**config.mk**
```make
export PLATFORM = sky130hd
export DESIGN_NAME = cpu_core
export DESIGN_NICKNAME = d
export VERILOG_FILES = /design/src/source/cpu_pkg.sv /design/src/source/cpu_core.sv /design/src/source/execute_stage.sv /design/src/source/id_ex_pipe_reg.sv /design/src/source/decode_stage.sv /design/src/source/pc_counter.sv /design/src/source/fetch_ctrl.sv
export VERILOG_INCLUDE_DIRS = /design/src /design/src/source
export SDC_FILE = /design/constraint.sdc
export NUM_CORES = 1
export LEC_CHECK = 0
export ABC_AREA = 1
export BUFFER_PORTS_ARGS = -buffer_cell sky130_fd_sc_hd__buf_2
export CAP_MARGIN = 20
export CORE_MARGIN = 3
export CORE_UTILIZATION = 48
export DETAILED_ROUTE_END_ITERATION = 8
export PLACE_DENSITY = 0.75
export SYNTH_ARGS = -nofsm -noshare
export SYNTH_HDL_FRONTEND = slang
export SYNTH_HIERARCHICAL = 1
export SYNTH_SLANG_ARGS = --single-unit
```
**constraint.sdc**
```tcl
create_clock -name clk -period 8.8 [get_ports clk]
set_clock_uncertainty 0.2 [all_clocks]
set_input_delay 1.76 -clock clk [delete_from_list [all_inputs] [get_ports clk]]
set_output_delay 1.76 -clock clk [all_outputs]
set_load 0.05 [all_outputs]
```
**src/source/cpu_defs.svh**
```systemverilog
`ifndef CPU_DEFS_SVH
`define CPU_DEFS_SVH

//////////////////////////////////////////////////////////////////////
// Core widths and sizes
//////////////////////////////////////////////////////////////////////

// Data path and register width
`define CPU_DATA_W 16

// Fetch PC width, one instruction word per address
`define CPU_PC_W 16

`define CPU_NREGS 16    // Entries in the register file
`define CPU_REG_IDX_W 4 // Bits needed to name one register

// Signed immediate field of the I-format
`define CPU_IMM_W 8

`endif
```
**src/source/cpu_pkg.sv**
```systemverilog
package cpu_pkg;

`include "cpu_defs.svh"

  //////////////////////////////////////////////////////////////////////
  // Instruction word
  //////////////////////////////////////////////////////////////////////

  // Opcodes in the top nibble, any value not listed executes as a no-op
  typedef enum logic [3:0] {
    ADD  = 4'd0,
    SUB  = 4'd1,
    AND  = 4'd2,
    XOR  = 4'd3,
    ADDI = 4'd4,
    LLI  = 4'd5,
    B    = 4'd6,
    HLT  = 4'd15
  } opcode_e;

  typedef struct packed {
    opcode_e                   opcode; // Operation
    logic [`CPU_REG_IDX_W-1:0] rd;     // Destination register
    logic [`CPU_REG_IDX_W-1:0] rs;     // First source register
    logic [`CPU_REG_IDX_W-1:0] rt;     // Second source register
  } r_fmt_t;

  typedef struct packed {
    opcode_e                   opcode; // Operation
    logic [`CPU_REG_IDX_W-1:0] rd;     // Destination, or branch condition for B
    logic [`CPU_IMM_W-1:0]     imm;    // Signed immediate
  } i_fmt_t;

  // The same 16 bits read either as register or immediate form
  typedef union packed {
    r_fmt_t r;
    i_fmt_t i;
  } instr_u;

  //////////////////////////////////////////////////////////////////////
  // Stage controls
  //////////////////////////////////////////////////////////////////////

  // ALU function; PASS hands operand b straight through for LLI
  typedef enum logic [2:0] {ALU_ADD, ALU_SUB, ALU_AND, ALU_XOR, ALU_PASS} alu_op_e;

  typedef struct packed {
    logic [`CPU_DATA_W-1:0] op_a;      // Operand a from the register file
    logic [`CPU_DATA_W-1:0] op_b;      // Register or sign-extended immediate
    alu_op_e                alu_op;    // ALU function
    logic                   z_en;      // Update Z from this result
    logic                   nv_en;     // Update N and V from this result
    logic                   is_branch; // Conditional branch
    logic [1:0]             cond;      // 0 always, 1 Z set, 2 Z clear, 3 N set
    logic [`CPU_PC_W-1:0]   offset;    // Branch offset added to next PC
  } ex_ctrl_t;

  typedef struct packed {
    logic [`CPU_REG_IDX_W-1:0] rd;        // Register to write
    logic                      reg_write; // Result goes to rd
    logic                      hlt;       // Stop the core after this one
  } wb_ctrl_t;

  typedef struct packed {
    logic z; // Result was zero
    logic n; // Result was negative
    logic v; // Signed overflow
  } flags_t;

  // One register write, also seen on the observation port
  typedef struct packed {
    logic                      valid;
    logic [`CPU_REG_IDX_W-1:0] rd;
    logic [`CPU_DATA_W-1:0]    data;
  } wb_port_t;

endpackage

```
**src/source/cpu_core.sv**
```systemverilog
`timescale 1ns/1ps

`include "cpu_defs.svh"

module cpu_core (
  input  logic                 clk,
  input  logic                 rst,
  output logic                 fetch_req,   // Four-phase request
  output logic [`CPU_PC_W-1:0] fetch_pc,    // Stable while req is high
  input  logic                 fetch_ack,   // Four-phase acknowledge
  input  cpu_pkg::instr_u      fetch_instr, // Valid while ack is high
  output cpu_pkg::wb_port_t    wb,          // Observed register writes
  output logic                 halted       // HLT has executed
);

  logic                 issue;
  logic                 advance;
  logic                 redirect;
  logic                 halt;
  logic [`CPU_PC_W-1:0] target;
  cpu_pkg::instr_u      instr;
  cpu_pkg::ex_ctrl_t    id_ex_ctrl;   // Decode side of the pipeline register
  cpu_pkg::wb_ctrl_t    id_wb_ctrl;
  logic [`CPU_PC_W-1:0] id_pc_next;
  cpu_pkg::ex_ctrl_t    ex_ctrl;      // Execute side of the pipeline register
  cpu_pkg::wb_ctrl_t    ex_wb_ctrl;
  logic [`CPU_PC_W-1:0] ex_pc_next;

  fetch_ctrl u_fetch_ctrl (
    .clk(clk), .rst(rst), .fetch_req(fetch_req), .fetch_ack(fetch_ack),
    .fetch_instr(fetch_instr), .redirect(redirect), .halt(halt),
    .issue(issue), .instr(instr), .advance(advance)
  );

  pc_counter u_pc_counter (
    .clk(clk), .rst(rst), .advance(advance), .redirect(redirect),
    .target(target), .pc(fetch_pc)
  );

  decode_stage u_decode_stage (
    .clk(clk), .rst(rst), .issue(issue), .instr(instr), .pc(fetch_pc), .wb(wb),
    .ex_ctrl(id_ex_ctrl), .wb_ctrl(id_wb_ctrl), .pc_next(id_pc_next)
  );

  // Any cycle without a new word enters execute as a bubble
  id_ex_pipe_reg u_id_ex_pipe_reg (
    .clk(clk), .rst(rst), .flush(!issue), .pc_next_in(id_pc_next),
    .ex_in(id_ex_ctrl), .wb_in(id_wb_ctrl),
    .pc_next_out(ex_pc_next), .ex_out(ex_ctrl), .wb_out(ex_wb_ctrl)
  );

  execute_stage u_execute_stage (
    .clk(clk), .rst(rst), .pc_next(ex_pc_next), .ex_ctrl(ex_ctrl),
    .wb_ctrl(ex_wb_ctrl), .wb(wb), .redirect(redirect), .target(target),
    .halt(halt)
  );

  assign halted = halt;

endmodule

```
**src/source/execute_stage.sv**
```systemverilog
`timescale 1ns/1ps

`include "cpu_defs.svh"

module execute_stage (
  input  logic                 clk,
  input  logic                 rst,
  input  logic [`CPU_PC_W-1:0] pc_next,  // Address after this instruction
  input  cpu_pkg::ex_ctrl_t    ex_ctrl,  // Operands and ALU controls
  input  cpu_pkg::wb_ctrl_t    wb_ctrl,  // Destination controls
  output cpu_pkg::wb_port_t    wb,       // Registered register write
  output logic                 redirect, // Taken branch this cycle
  output logic [`CPU_PC_W-1:0] target,   // Branch destination
  output logic                 halt      // HLT seen, stays high
);

  logic [`CPU_DATA_W-1:0]    a;
  logic [`CPU_DATA_W-1:0]    b;
  logic [`CPU_DATA_W-1:0]    result;
  logic                      ovf;       // Signed overflow of add or subtract
  logic                      taken;     // Condition holds on stored flags
  cpu_pkg::flags_t           flags_q;
  logic                      halt_q;
  logic                      wb_valid_q;
  logic [`CPU_REG_IDX_W-1:0] wb_rd_q;
  logic [`CPU_DATA_W-1:0]    wb_data_q;

  assign a = ex_ctrl.op_a;
  assign b = ex_ctrl.op_b;

  //////////////////////////////////////////////////////////////////////
  // ALU
  //////////////////////////////////////////////////////////////////////

  always_comb begin
    ovf = 1'b0;
    case (ex_ctrl.alu_op)
      cpu_pkg::ALU_ADD: begin
        result = a + b;
        // Same-signed inputs giving the other sign
        ovf = (a[`CPU_DATA_W-1] == b[`CPU_DATA_W-1]) &&
              (result[`CPU_DATA_W-1] != a[`CPU_DATA_W-1]);
      end
      cpu_pkg::ALU_SUB: begin
        result = a - b;
        ovf = (a[`CPU_DATA_W-1] != b[`CPU_DATA_W-1]) &&
              (result[`CPU_DATA_W-1] != a[`CPU_DATA_W-1]);
      end
      cpu_pkg::ALU_AND: result = a & b;
      cpu_pkg::ALU_XOR: result = a ^ b;
      default:          result = b; // LLI loads the immediate as is
    endcase
  end

  // Flags hold between writers, each group only moves under its enable
  always_ff @(posedge clk) begin
    if (rst) begin
      flags_q <= '0;
    end else begin
      if (ex_ctrl.z_en) flags_q.z <= (result == '0);
      if (ex_ctrl.nv_en) begin
        flags_q.n <= result[`CPU_DATA_W-1];
        flags_q.v <= ovf;
      end
    end
  end

  //////////////////////////////////////////////////////////////////////
  // Branch and halt
  //////////////////////////////////////////////////////////////////////

  always_comb begin
    case (ex_ctrl.cond)
      2'd0:    taken = 1'b1;       // Unconditional
      2'd1:    taken = flags_q.z;
      2'd2:    taken = !flags_q.z;
      default: taken = flags_q.n;
    endcase
  end

  assign redirect = ex_ctrl.is_branch && taken; // PC loads target on this edge
  assign target   = pc_next + ex_ctrl.offset;

  always_ff @(posedge clk) begin
    if (rst)
      halt_q <= 1'b0;
    else if (wb_ctrl.hlt)
      halt_q <= 1'b1;
  end

  assign halt = halt_q || wb_ctrl.hlt; // Fetch stops before it starts another req

  // Writeback strobe and payload, one cycle after the ID/EX load
  always_ff @(posedge clk) begin
    if (rst)
      wb_valid_q <= 1'b0;
    else
      wb_valid_q <= wb_ctrl.reg_write;
  end

  always_ff @(posedge clk) begin
    wb_rd_q   <= wb_ctrl.rd;
    wb_data_q <= result;
  end

  always_comb begin
    wb.valid = wb_valid_q;
    wb.rd    = wb_rd_q;
    wb.data  = wb_data_q;
  end

endmodule

```
**src/source/id_ex_pipe_reg.sv**
```systemverilog
`timescale 1ns/1ps

`include "cpu_defs.svh"

module id_ex_pipe_reg (
  input  logic                 clk,
  input  logic                 rst,
  input  logic                 flush,       // Load a bubble instead of the inputs
  input  logic [`CPU_PC_W-1:0] pc_next_in,  // Next PC from decode
  input  cpu_pkg::ex_ctrl_t    ex_in,       // Execute group from decode
  input  cpu_pkg::wb_ctrl_t    wb_in,       // Writeback group from decode
  output logic [`CPU_PC_W-1:0] pc_next_out, // Next PC for branch targets
  output cpu_pkg::ex_ctrl_t    ex_out,      // Execute group to execute
  output cpu_pkg::wb_ctrl_t    wb_out       // Writeback group to execute
);

  logic                 clr; // Either reset or flush empties the controls
  logic [`CPU_PC_W-1:0] pc_next_q;
  cpu_pkg::ex_ctrl_t    ex_q;
  cpu_pkg::wb_ctrl_t    wb_q;

  assign clr = rst || flush;

  //////////////////////////////////////////////////////////////////////
  // PC group
  //////////////////////////////////////////////////////////////////////

  // A bubble has no branch, so the PC may keep whatever it holds
  always_ff @(posedge clk) begin
    if (rst)
      pc_next_q <= '0;
    else
      pc_next_q <= pc_next_in;
  end

  //////////////////////////////////////////////////////////////////////
  // Control groups
  //////////////////////////////////////////////////////////////////////

  always_ff @(posedge clk) begin
    if (clr) begin
      ex_q <= '0; // All enables low, branch off
      wb_q <= '0; // No write, no halt
    end else begin
      ex_q <= ex_in;
      wb_q <= wb_in;
    end
  end

  assign pc_next_out = pc_next_q;
  assign ex_out      = ex_q;
  assign wb_out      = wb_q;

endmodule

```
**src/source/decode_stage.sv**
```systemverilog
`timescale 1ns/1ps

`include "cpu_defs.svh"

module decode_stage (
  input  logic                 clk,
  input  logic                 rst,
  input  logic                 issue,   // instr is a fresh word this cycle
  input  cpu_pkg::instr_u      instr,   // Fetched word
  input  logic [`CPU_PC_W-1:0] pc,      // Already points past instr
  input  cpu_pkg::wb_port_t    wb,      // Register write from execute
  output cpu_pkg::ex_ctrl_t    ex_ctrl, // Operands and ALU controls
  output cpu_pkg::wb_ctrl_t    wb_ctrl, // Destination controls
  output logic [`CPU_PC_W-1:0] pc_next  // Return address base for branches
);

  logic [`CPU_DATA_W-1:0] regs [`CPU_NREGS];
  logic [`CPU_DATA_W-1:0] rs_val;  // First source read
  logic [`CPU_DATA_W-1:0] rt_val;  // Second source read
  logic [`CPU_DATA_W-1:0] rd_val;  // Destination read, ADDI adds to it
  logic [`CPU_DATA_W-1:0] imm_ext; // Immediate as an operand
  logic [`CPU_PC_W-1:0]   off_ext; // Immediate as a branch offset

  //////////////////////////////////////////////////////////////////////
  // Register file
  //////////////////////////////////////////////////////////////////////

  always_ff @(posedge clk) begin
    if (rst) begin
      for (int i = 0; i < `CPU_NREGS; i++)
        regs[i] <= '0;
    end else if (wb.valid) begin
      regs[wb.rd] <= wb.data;
    end
  end

  // Asynchronous reads; the older instruction has written back by now
  assign rs_val = regs[instr.r.rs];
  assign rt_val = regs[instr.r.rt];
  assign rd_val = regs[instr.i.rd]; // Same field position as r.rd

  assign imm_ext = {{(`CPU_DATA_W - `CPU_IMM_W){instr.i.imm[`CPU_IMM_W-1]}}, instr.i.imm};
  assign off_ext = {{(`CPU_PC_W - `CPU_IMM_W){instr.i.imm[`CPU_IMM_W-1]}}, instr.i.imm};

  //////////////////////////////////////////////////////////////////////
  // Opcode decode
  //////////////////////////////////////////////////////////////////////

  always_comb begin
    // Defaults describe an R-format word with no side effects
    ex_ctrl           = '0;
    ex_ctrl.op_a      = rs_val;
    ex_ctrl.op_b      = rt_val;
    ex_ctrl.cond      = instr.i.rd[1:0]; // Condition code lives in rd
    ex_ctrl.offset    = off_ext;
    wb_ctrl           = '0;
    wb_ctrl.rd        = instr.r.rd;
    case (instr.r.opcode)
      cpu_pkg::ADD, cpu_pkg::SUB: begin
        ex_ctrl.alu_op    = (instr.r.opcode == cpu_pkg::ADD) ? cpu_pkg::ALU_ADD
                                                             : cpu_pkg::ALU_SUB;
        ex_ctrl.z_en      = 1'b1;
        ex_ctrl.nv_en     = 1'b1; // Arithmetic updates every flag
        wb_ctrl.reg_write = 1'b1;
      end
      cpu_pkg::AND, cpu_pkg::XOR: begin
        ex_ctrl.alu_op    = (instr.r.opcode == cpu_pkg::AND) ? cpu_pkg::ALU_AND
                                                             : cpu_pkg::ALU_XOR;
        ex_ctrl.z_en      = 1'b1; // Logic ops leave N and V alone
        wb_ctrl.reg_write = 1'b1;
      end
      cpu_pkg::ADDI: begin
        ex_ctrl.op_a      = rd_val;  // rd plus the immediate
        ex_ctrl.op_b      = imm_ext;
        ex_ctrl.alu_op    = cpu_pkg::ALU_ADD;
        ex_ctrl.z_en      = 1'b1;
        ex_ctrl.nv_en     = 1'b1;
        wb_ctrl.reg_write = 1'b1;
      end
      cpu_pkg::LLI: begin
        ex_ctrl.op_b      = imm_ext;
        ex_ctrl.alu_op    = cpu_pkg::ALU_PASS;
        wb_ctrl.reg_write = 1'b1;
      end
      cpu_pkg::B:   ex_ctrl.is_branch = 1'b1;
      cpu_pkg::HLT: wb_ctrl.hlt       = 1'b1;
      default: ; // Unused opcodes run as no-ops
    endcase
    // Nothing takes effect unless the word was really issued
    ex_ctrl.z_en      = ex_ctrl.z_en && issue;
    ex_ctrl.nv_en     = ex_ctrl.nv_en && issue;
    ex_ctrl.is_branch = ex_ctrl.is_branch && issue;
    wb_ctrl.reg_write = wb_ctrl.reg_write && issue;
    wb_ctrl.hlt       = wb_ctrl.hlt && issue;
  end

  assign pc_next = pc;

endmodule

```
**src/source/pc_counter.sv**
```systemverilog
`timescale 1ns/1ps

`include "cpu_defs.svh"

module pc_counter (
  input  logic                 clk,
  input  logic                 rst,
  input  logic                 advance,  // A fetch was accepted this edge
  input  logic                 redirect, // Taken branch, load target
  input  logic [`CPU_PC_W-1:0] target,   // Branch destination
  output logic [`CPU_PC_W-1:0] pc        // Address for the next fetch
);

  logic [`CPU_PC_W-1:0] pc_q;

  // Branch target beats the increment when both land on one edge
  always_ff @(posedge clk) begin
    if (rst) begin
      pc_q <= '0; // Execution starts at address zero
    end else if (redirect) begin
      pc_q <= target;
    end else if (advance) begin
      pc_q <= pc_q + `CPU_PC_W'(1); // One word per instruction
    end
  end

  // Also the next PC of the word just issued, since it stepped at capture
  assign pc = pc_q;

endmodule

```
**src/source/fetch_ctrl.sv**
```systemverilog
`timescale 1ns/1ps

module fetch_ctrl (
  input  logic            clk,
  input  logic            rst,
  output logic            fetch_req,   // Request to the instruction supplier
  input  logic            fetch_ack,   // Supplier has the word ready
  input  cpu_pkg::instr_u fetch_instr, // Word from the supplier, valid with ack
  input  logic            redirect,    // Taken branch in execute
  input  logic            halt,        // HLT reached execute
  output logic            issue,       // One-cycle pulse, instr is new
  output cpu_pkg::instr_u instr,       // Last accepted word
  output logic            advance      // Step the PC on this edge
);

  // IDLE waits one cycle so a new req only rises after ack is low
  typedef enum logic [1:0] {IDLE, REQ, DROP, HALTED} state_e;

  state_e          state_q;
  logic            pending_q; // Word in flight was requested on the old path
  logic            issue_q;
  cpu_pkg::instr_u instr_q;
  logic            accept;    // Ack seen while requesting
  logic            discard;   // Word in flight must not run

  assign fetch_req = (state_q == REQ);
  assign accept    = (state_q == REQ) && fetch_ack;
  assign discard   = pending_q || redirect || halt; // Old path or past a halt
  assign advance   = accept && !discard;
  assign issue     = issue_q;
  assign instr     = instr_q;

  //////////////////////////////////////////////////////////////////////
  // Four-phase handshake
  //////////////////////////////////////////////////////////////////////

  always_ff @(posedge clk) begin
    if (rst) begin
      state_q   <= IDLE;
      pending_q <= 1'b0;
      issue_q   <= 1'b0;
    end else begin
      issue_q <= advance; // Decode sees the word for exactly one cycle
      if (accept)
        pending_q <= 1'b0;                // Wrong-path word is gone now
      else if (redirect && state_q == REQ)
        pending_q <= 1'b1;                // Let the handshake close, then drop it
      case (state_q)
        IDLE:    state_q <= halt ? HALTED : REQ;
        REQ:     if (fetch_ack) state_q <= DROP; // Phase 3, req falls
        DROP: begin
          // Phase 4 seen, the port is free again
          if (!fetch_ack)
            state_q <= halt ? HALTED : IDLE;
        end
        HALTED:  state_q <= HALTED; // Only reset leaves here
        default: state_q <= IDLE;
      endcase
    end
  end

  // Word register, loaded only when it will be issued
  always_ff @(posedge clk) begin
    if (advance)
      instr_q <= fetch_instr;
  end

endmodule

```
After elaboration in Yosys (flattened, before gate mapping):

Memory sizes are Yosys's and may differ from the RTL's. A register that Yosys moved wholly into a read port is not among the register bits.
Index checks and enable logic that the tools add are counted.

* flip-flop bits (word level): 130
* memory bits (writable): 256
* input port bits: 19
* output and inout port bits: 39
* word-level logic and storage cells: 108
* memories kept: 1

* add/subtract/negate cells: 4
* equal/unequal tests: 17
* muxes and demuxes: 30
* bitwise logic cells: 2
* reductions and logical operators: 31

Memories
* u_decode_stage.regs: words 16, bits a word 16, rd ports 3, clocked after Yosys merged registers in 3, wr ports 16, line decode_stage.sv:17 `` logic [`CPU_DATA_W-1:0] regs [`CPU_NREGS]; ``

Operators with widths (number)
* $mux W16: 5
* $pmux W16 S4: 1
* $add A16 B16 Y16: 2
* $add A16 B1 Y16 const B: 1
* $and A16 B16 Y16: 1
* $logic_not A16 Y1: 1
* $mux W4: 4
* $reduce_or A16 Y1: 1
* $sub A16 B16 Y16: 1
* $xor A16 B16 Y16: 1
* $mux W1: 13
* $eq A4 B3 Y1 const B: 3
* $logic_and A1 B1 Y1: 9
* $pmux W3 S3: 1
* $eq A4 B2 Y1 const B: 2
* $mux W2: 4
* $pmux W2 S4: 1
* $reduce_or A2 Y1: 4
* $eq A2 B2 Y1 const B: 3
* $eq A3 B2 Y1 const B: 2
* $reduce_or A6 Y1: 1
* $reduce_or A5 Y1: 1
* $eq A2 B1 Y1 const B: 2
* $eq A4 B1 Y1 const B: 1
* other kinds (13): 19

Logic depth before layout (Yosys ltp):

* depth after elaboration: 9
* depth in mapped cells: 27

Cells and area by module:

The synthesis kept the hierarchy.

Modules (own cells, without submodules)
* decode_stage: times used 1, cells each 2598, area each 17888.4 um^2, sequential area each 7687.4 um^2
* execute_stage: times used 1, cells each 511, area each 3211.8 um^2, sequential area each 480.5 um^2
* id_ex_pipe_reg: times used 1, cells each 245, area each 2466.1 um^2, sequential area each 1561.5 um^2
* pc_counter: times used 1, cells each 148, area each 1011.0 um^2, sequential area each 320.3 um^2
* fetch_ctrl: times used 1, cells each 45, area each 673.1 um^2, sequential area each 560.5 um^2
* cpu_core: times used 1, cells each 1, area each 3.8 um^2, sequential area each 0.0 um^2

Worst setup path before layout:

Ideal clock, no wire load.

* path type: input to register
* start: input fetch_ack
* end: register u_pc_counter.pc_q[7] (netlist: u_pc_counter/pc[7])
* setup time: 132 ps
* arrival: 3334 ps
* required time: 8468 ps
* slack: 5133 ps
* stages: 6
* buffers on the path: 1
* cells stage by stage: nand3_2 -> nor2_1 -> nor2_1 -> buf_2 -> a22oi_1 -> a21oi_1

* longest elaborated chain between the ends: 3

RTL lines
* start, declared: line cpu_core.sv:10 `input logic fetch_ack,`
* $logic_and A1 B1 Y1: line fetch_ctrl.sv:27 `assign accept = (state_q == REQ) && fetch_ack;`
* $logic_and A1 B1 Y1: line fetch_ctrl.sv:29 `assign advance = accept && !discard;`
* named net advance: line cpu_core.sv:17 `logic advance;`
* $reduce_bool A2 Y1 (no line)
* end signal, assigned: line pc_counter.sv:21 `pc_q <= target;`
* end signal, assigned: line pc_counter.sv:23 `` pc_q <= pc_q + `CPU_PC_W'(1); ``
* end, declared: line pc_counter.sv:14 `` logic [`CPU_PC_W-1:0] pc_q; ``

The timed path passes the listed nets, and every way through them passes these cells.
A chain may end at the register's enable or synchronous reset.

Final worst setup path:

* start: register u_id_ex_pipe_reg.ex_q (netlist bit u_id_ex_pipe_reg/ex_out[23])
* end: register u_execute_stage/flags_q[2] in the netlist's numbering

* longest elaborated chain between the ends: 3

RTL lines
* start, declared: line id_ex_pipe_reg.sv:19 `cpu_pkg::ex_ctrl_t ex_q;`
* start signal, assigned: line id_ex_pipe_reg.sv:45 `ex_q <= ex_in;`
* $eq A3 B2 Y1, or another cell as far along: line execute_stage.sv:37 `case (ex_ctrl.alu_op)`
* $pmux W16 S4 (*): line execute_stage.sv:37
* $logic_not A16 Y1 (*): line execute_stage.sv:60 `if (ex_ctrl.z_en) flags_q.z <= (result == '0);`
* end, declared: line execute_stage.sv:22 `cpu_pkg::flags_t flags_q;`

Every way passes the cells marked *; elsewhere a longest branch is shown, timed or not.

==> results.md <==
- The first-pass iteration count of the detailed router is 9.
- The maximum cell stage delay along the critical path is approximately 900 ps.
- In this run the static leakage power is between 10 and 15 nW.
- The CTS buffer count is 40.
- Detailed placement finished with a half-perimeter wire length of between 50000 and 60000 µm.
- TritonCTS built the clock tree.
- After filler insertion, the fill cell instance count of the layout stands at between 4000 and 5000.
- The worst slack on hold paths is approximately 130 ps.
- The fraction of registers with async set or reset after synthesis is 0%.
- The number of hold buffers added after CTS was 0.
- The repair_antennas step left the layout with diodes totalling 0.
- Static timing analysis puts the maximum clock frequency at 240 MHz.
- The path type of the worst min-delay path is flip-flop to flip-flop.
- Counting buffers and inverters, the worst setup path is 18 cells deep.
- The first global-routing pass estimated roughly 130000 µm of wire.
- The post-CTS resize count is 0.
- The run finished with clean final reports.
- For this configuration, the core starts out at a cell density of between 40% and 50%.
- The number of hold violations in the final report came to 0.
- Clock-pin slew was measured on the worst setup and hold paths at 60 ps.
- The path type of the worst setup path is flip-flop to flip-flop.
- Setup repair after global routing left no endpoint under its margin.
- Detailed routing inserted a total of 24003 vias.
- The number of nets in the synthesized netlist is 3617.
- The root buffer cell chosen for the clock tree is sky130_fd_sc_hd__clkbuf_16.
- The max-cap violation count is 0.
- Measured along the y axis, the die boundary spans around 240 µm.
- Adding up every negative setup slack in the final design gives 0 ps.
- The share of the clock period used by the worst path is between 40% and 50%.
- In this run, synthesis produced a sequential element count of a little under 400.
- The post-route netlist has under 10% of its cells at a drive strength greater than 1.
- The DRC marker count from the first detailed-route iteration is about 3800.
- Counting instances, the worst hold path has a depth of 0.
- The critical path capture point is u_execute_stage/flags_q[2].
- The commonest register cell after synthesis is sky130_fd_sc_hd__edfxtp_1.
- The post-route core utilization is 51.4%.
- The later pin in the worst-skew pair is clocked with a latency of about 590 ps.
- The mean cell area of the mapped netlist is about 7.1 µm².
- The number of enable-type register cells in the synthesized netlist is about 270.
- The average via count per standard cell is 5.80.
- The buffering stage count on the worst path with inverters included is 2.
- Buffers placed on the I/O ports in this run total 57.
- Data on the critical path is required at its endpoint by between 9000 and 10000 ps.
- Prior to clock tree synthesis, the placed netlist has a worst setup slack of roughly 4100 ps.
- The maximum vdd drop is 179 µV.
- The relative slew slack is ~33%.
- The floorplan has 83 rows.
- The part of the Yosys area used for sequential elements is between 40% and 50%.
- The top fanout value on the critical path is 20.
- After the flow finishes, the layout carries non-filler instances totaling 4138.
- The cell with the biggest individual delay on the critical path is sky130_fd_sc_hd__dfxtp_1.
- The number of I/O pins is 58.
- Setup slack on the critical path of the routed design comes to approximately 4600 ps.
- The total chip power is a little under 5 mW.
- The die covers around 55000 µm².
- After synthesis the cells add up to between 20000 and 30000 µm².
- The CTS H-tree depth is 2.
- In this run the register-to-register setup slack is 4630 ps.
- The number of global-route vias before repair came to between 20000 and 25000.
- The startpoint identified for the worst register-to-register timing path is u_id_ex_pipe_reg/ex_out[23].
- The count of nets left with antenna violations once routing finished came out at 0.
- Data arrives at the worst endpoint at approximately 4500 ps.
- The critical path goes through nor2_4 > nand2_1 > inv_1 > a21oi_1 > xor2_1 > inv_1 > ha_1 > a21oi_1 > nand2_1 > a21oi_1 > nand3_1 > nand2_1 > nor2_1 > nor2_2 > nand2_1 > nor2_1 > nand3_1 > a21oi_1.
- The count of buffers added by post-CTS timing repair for setup is 0.
- Counting tap cells, the placed design contains a total of approximately 4100 instances.
- The ratio of total power to cell area is about 190 nW/µm².
- The core area is approximately 52000 µm².
- The final design area excluding fillers is about 27000 µm².
- The maximum number of pins on one net before global-route repair is roughly 170.
- The final count of negative-setup-slack endpoints is 0.
- In this run the horizontal extent of the chip is 235 µm.
- STA classifies the critical path startpoint as a flip-flop.
- The number of distinct library cells after synthesis is between 40 and 50.
- The clock tree buffer depth is 3.
- The cell count after synthesis is roughly 3500.
- The source of the critical timing path is u_id_ex_pipe_reg/ex_out[23].
- Counting every sink on the clock net gives 394.
- Grouping stages by cell kind, the critical path spends the most delay in simple AND/OR/NAND/NOR gates.
- The global placer's final weighted congestion is around 0.94.
- The post-route minimum period is approximately 4200 ps.
- The number of pins exceeding their max-slew limit in the final report came to 0.
- The placed instance area is 25200 µm².
- For this run, the post-layout net count is between 3000 and 4000.
- The area growth from synthesis to layout is 5.33%.
- The final routed wirelength across all metal layers is 83400 µm.
- For this run the aggregate overflow at the end of global routing stands at 0.
- The overall routing resource usage is 28.9%.
- The category of the worst setup path capture point is a flip-flop.
- The critical register-to-register path endpoint is u_execute_stage/flags_q[2].
- The actual slew at the worst max-slew pin is 1010 ps.
- In the final routed layout, each cell accounts on average for approximately 20 µm.
- In the routed design, unresolved DRC markers number 0.
- The cell count of the worst reg-to-reg path is 18.
- The initial antenna violation count is 1.
- The count of synthesis-stage warnings from yosys is 6.
[area by class of cell]
class / count / area, µm² / area share (%)
timing repair buffer: 83 / 513 / 1.93
sequential: 394 / 10600 / 39.9
multi-input combinational: 2425 / 11400 / 43.0
clock buffer: 54 / 1150 / 4.31
inverter: 483 / 1820 / 6.86
clock inverter: 19 / 220 / 0.828
tap: 680 / 851 / 3.20
[per-layer routing]
| metal | track usage [%] | vias to the layer above | share of wire, % |
|---|---|---|---|
| met3 | 5.55 | 355 | 14 |
| met4 | 17.1 | 2 | 6.7 |
| met2 | 43.4 | 1778 | 43 |
| met5 | 0 | - | 0.017 |
| met1 | 38.9 | 10820 | 37 |
| li1 | - | 11048 | - |
[kinds of logic after synthesis]
logic type | Yosys count | share of synthesized area [%]
compound gates | 225 | 5.06
fa+ha+maj | 50 | 2.54
buf+inv | 729 | 12.7
simple gates | 2113 | 36.4
mux | 1 | 0.0446
xor+xnor | 36 | 1.25
flops | 394 | 42.0
[placed cells by master, fill, tap and decap left out, types with 3 or more instances in the layout]
cell type	synthesis	routed
sky130_fd_sc_hd__buf_4	41	23
sky130_fd_sc_hd__o21bai_1	3	3
sky130_fd_sc_hd__o21ai_1	4	4
sky130_fd_sc_hd__nand3_1	645	645
sky130_fd_sc_hd__clkinv_2	0	3
sky130_fd_sc_hd__nand3_2	3	3
sky130_fd_sc_hd__nor2_4	9	9
sky130_fd_sc_hd__ha_1	48	48
sky130_fd_sc_hd__dfxtp_1	122	122
sky130_fd_sc_hd__clkbuf_1	61	7
sky130_fd_sc_hd__o21ai_0	65	65
sky130_fd_sc_hd__clkbuf_8	0	5
sky130_fd_sc_hd__nand2_2	24	24
sky130_fd_sc_hd__nand4_1	11	11
sky130_fd_sc_hd__clkinv_1	3	8
sky130_fd_sc_hd__nand2_1	990	990
sky130_fd_sc_hd__nor2_2	62	63
sky130_fd_sc_hd__a21oi_1	101	101
sky130_fd_sc_hd__clkinvlp_4	0	6
sky130_fd_sc_hd__inv_1	472	467
sky130_fd_sc_hd__nor3_4	4	4
sky130_fd_sc_hd__clkbuf_16	0	42
sky130_fd_sc_hd__a22o_1	6	6
sky130_fd_sc_hd__inv_2	7	8
sky130_fd_sc_hd__bufinv_16	0	3
sky130_fd_sc_hd__a21oi_2	4	4
sky130_fd_sc_hd__nor3_1	7	7
sky130_fd_sc_hd__nor2_1	345	344
sky130_fd_sc_hd__edfxtp_1	272	272
sky130_fd_sc_hd__xor2_1	27	27
sky130_fd_sc_hd__xnor2_1	9	9
sky130_fd_sc_hd__a31oi_1	3	3
sky130_fd_sc_hd__nand3b_1	9	9
sky130_fd_sc_hd__buf_2	97	57
sky130_fd_sc_hd__o211ai_1	20	20
sky130_fd_sc_hd__a22oi_1	12	12
[flip-flops by register name (all words and copies together), names as in the netlist]
name / flops
u_decode_stage/regs: 256
u_execute_stage/flags_q: 2
u_execute_stage/halt_q: 1
u_execute_stage/wb_data_q: 16
u_execute_stage/wb_rd_q: 4
u_execute_stage/wb_valid_q: 1
u_fetch_ctrl/instr: 16
u_fetch_ctrl/issue: 1
u_fetch_ctrl/pending_q: 1
u_fetch_ctrl/state_q: 2
u_id_ex_pipe_reg/ex_out: 56
u_id_ex_pipe_reg/pc_next_out: 16
u_id_ex_pipe_reg/wb_out: 6
u_pc_counter/pc: 16
[how the worst min path moves through the flow]
stage / slack (ps) / to / startpoint
after floorplan: 110 / u_execute_stage/wb_rd_q[0] / u_id_ex_pipe_reg/wb_out[2]
after global placement: 110 / u_execute_stage/wb_rd_q[2] / u_id_ex_pipe_reg/wb_out[4]
after detailed placement: 110 / u_execute_stage/wb_rd_q[0] / u_id_ex_pipe_reg/wb_out[2]
after CTS: 130 / u_execute_stage/wb_rd_q[0] / u_id_ex_pipe_reg/wb_out[2]
after global routing: 130 / u_execute_stage/wb_rd_q[3] / u_id_ex_pipe_reg/wb_out[5]
final: 130 / u_execute_stage/wb_rd_q[3] / u_id_ex_pipe_reg/wb_out[5]
[synth_stat cells (17+ instances only)]
library cell | number | area, µm²
sky130_fd_sc_hd__nand2_1 | 990 | 3720
sky130_fd_sc_hd__buf_2 | 97 | 485
sky130_fd_sc_hd__clkbuf_1 | 61 | 229
sky130_fd_sc_hd__a21oi_1 | 101 | 505
sky130_fd_sc_hd__ha_1 | 48 | 601
sky130_fd_sc_hd__dfxtp_1 | 122 | 2440
sky130_fd_sc_hd__xor2_1 | 27 | 236
sky130_fd_sc_hd__o21ai_0 | 65 | 325
sky130_fd_sc_hd__nor2_1 | 345 | 1290
sky130_fd_sc_hd__buf_6 | 17 | 191
sky130_fd_sc_hd__nor2_2 | 62 | 388
sky130_fd_sc_hd__o211ai_1 | 20 | 150
sky130_fd_sc_hd__inv_1 | 472 | 1770
sky130_fd_sc_hd__nand2_2 | 24 | 150
sky130_fd_sc_hd__buf_1 | 24 | 90.1
sky130_fd_sc_hd__edfxtp_1 | 272 | 8170
sky130_fd_sc_hd__buf_4 | 41 | 308
sky130_fd_sc_hd__nand3_1 | 645 | 3230
[power by group]
group,switching [mW],internal [mW],total (mW),leakage [nW]
clock,0.749,1.02,1.77,0.649
sequential,0.0671,2.06,2.12,3.78
combinational,0.818,0.217,1.03,8.28
total,1.63,3.29,4.92,12.7
No activity file was read; power rests on OpenSTA's default activity.
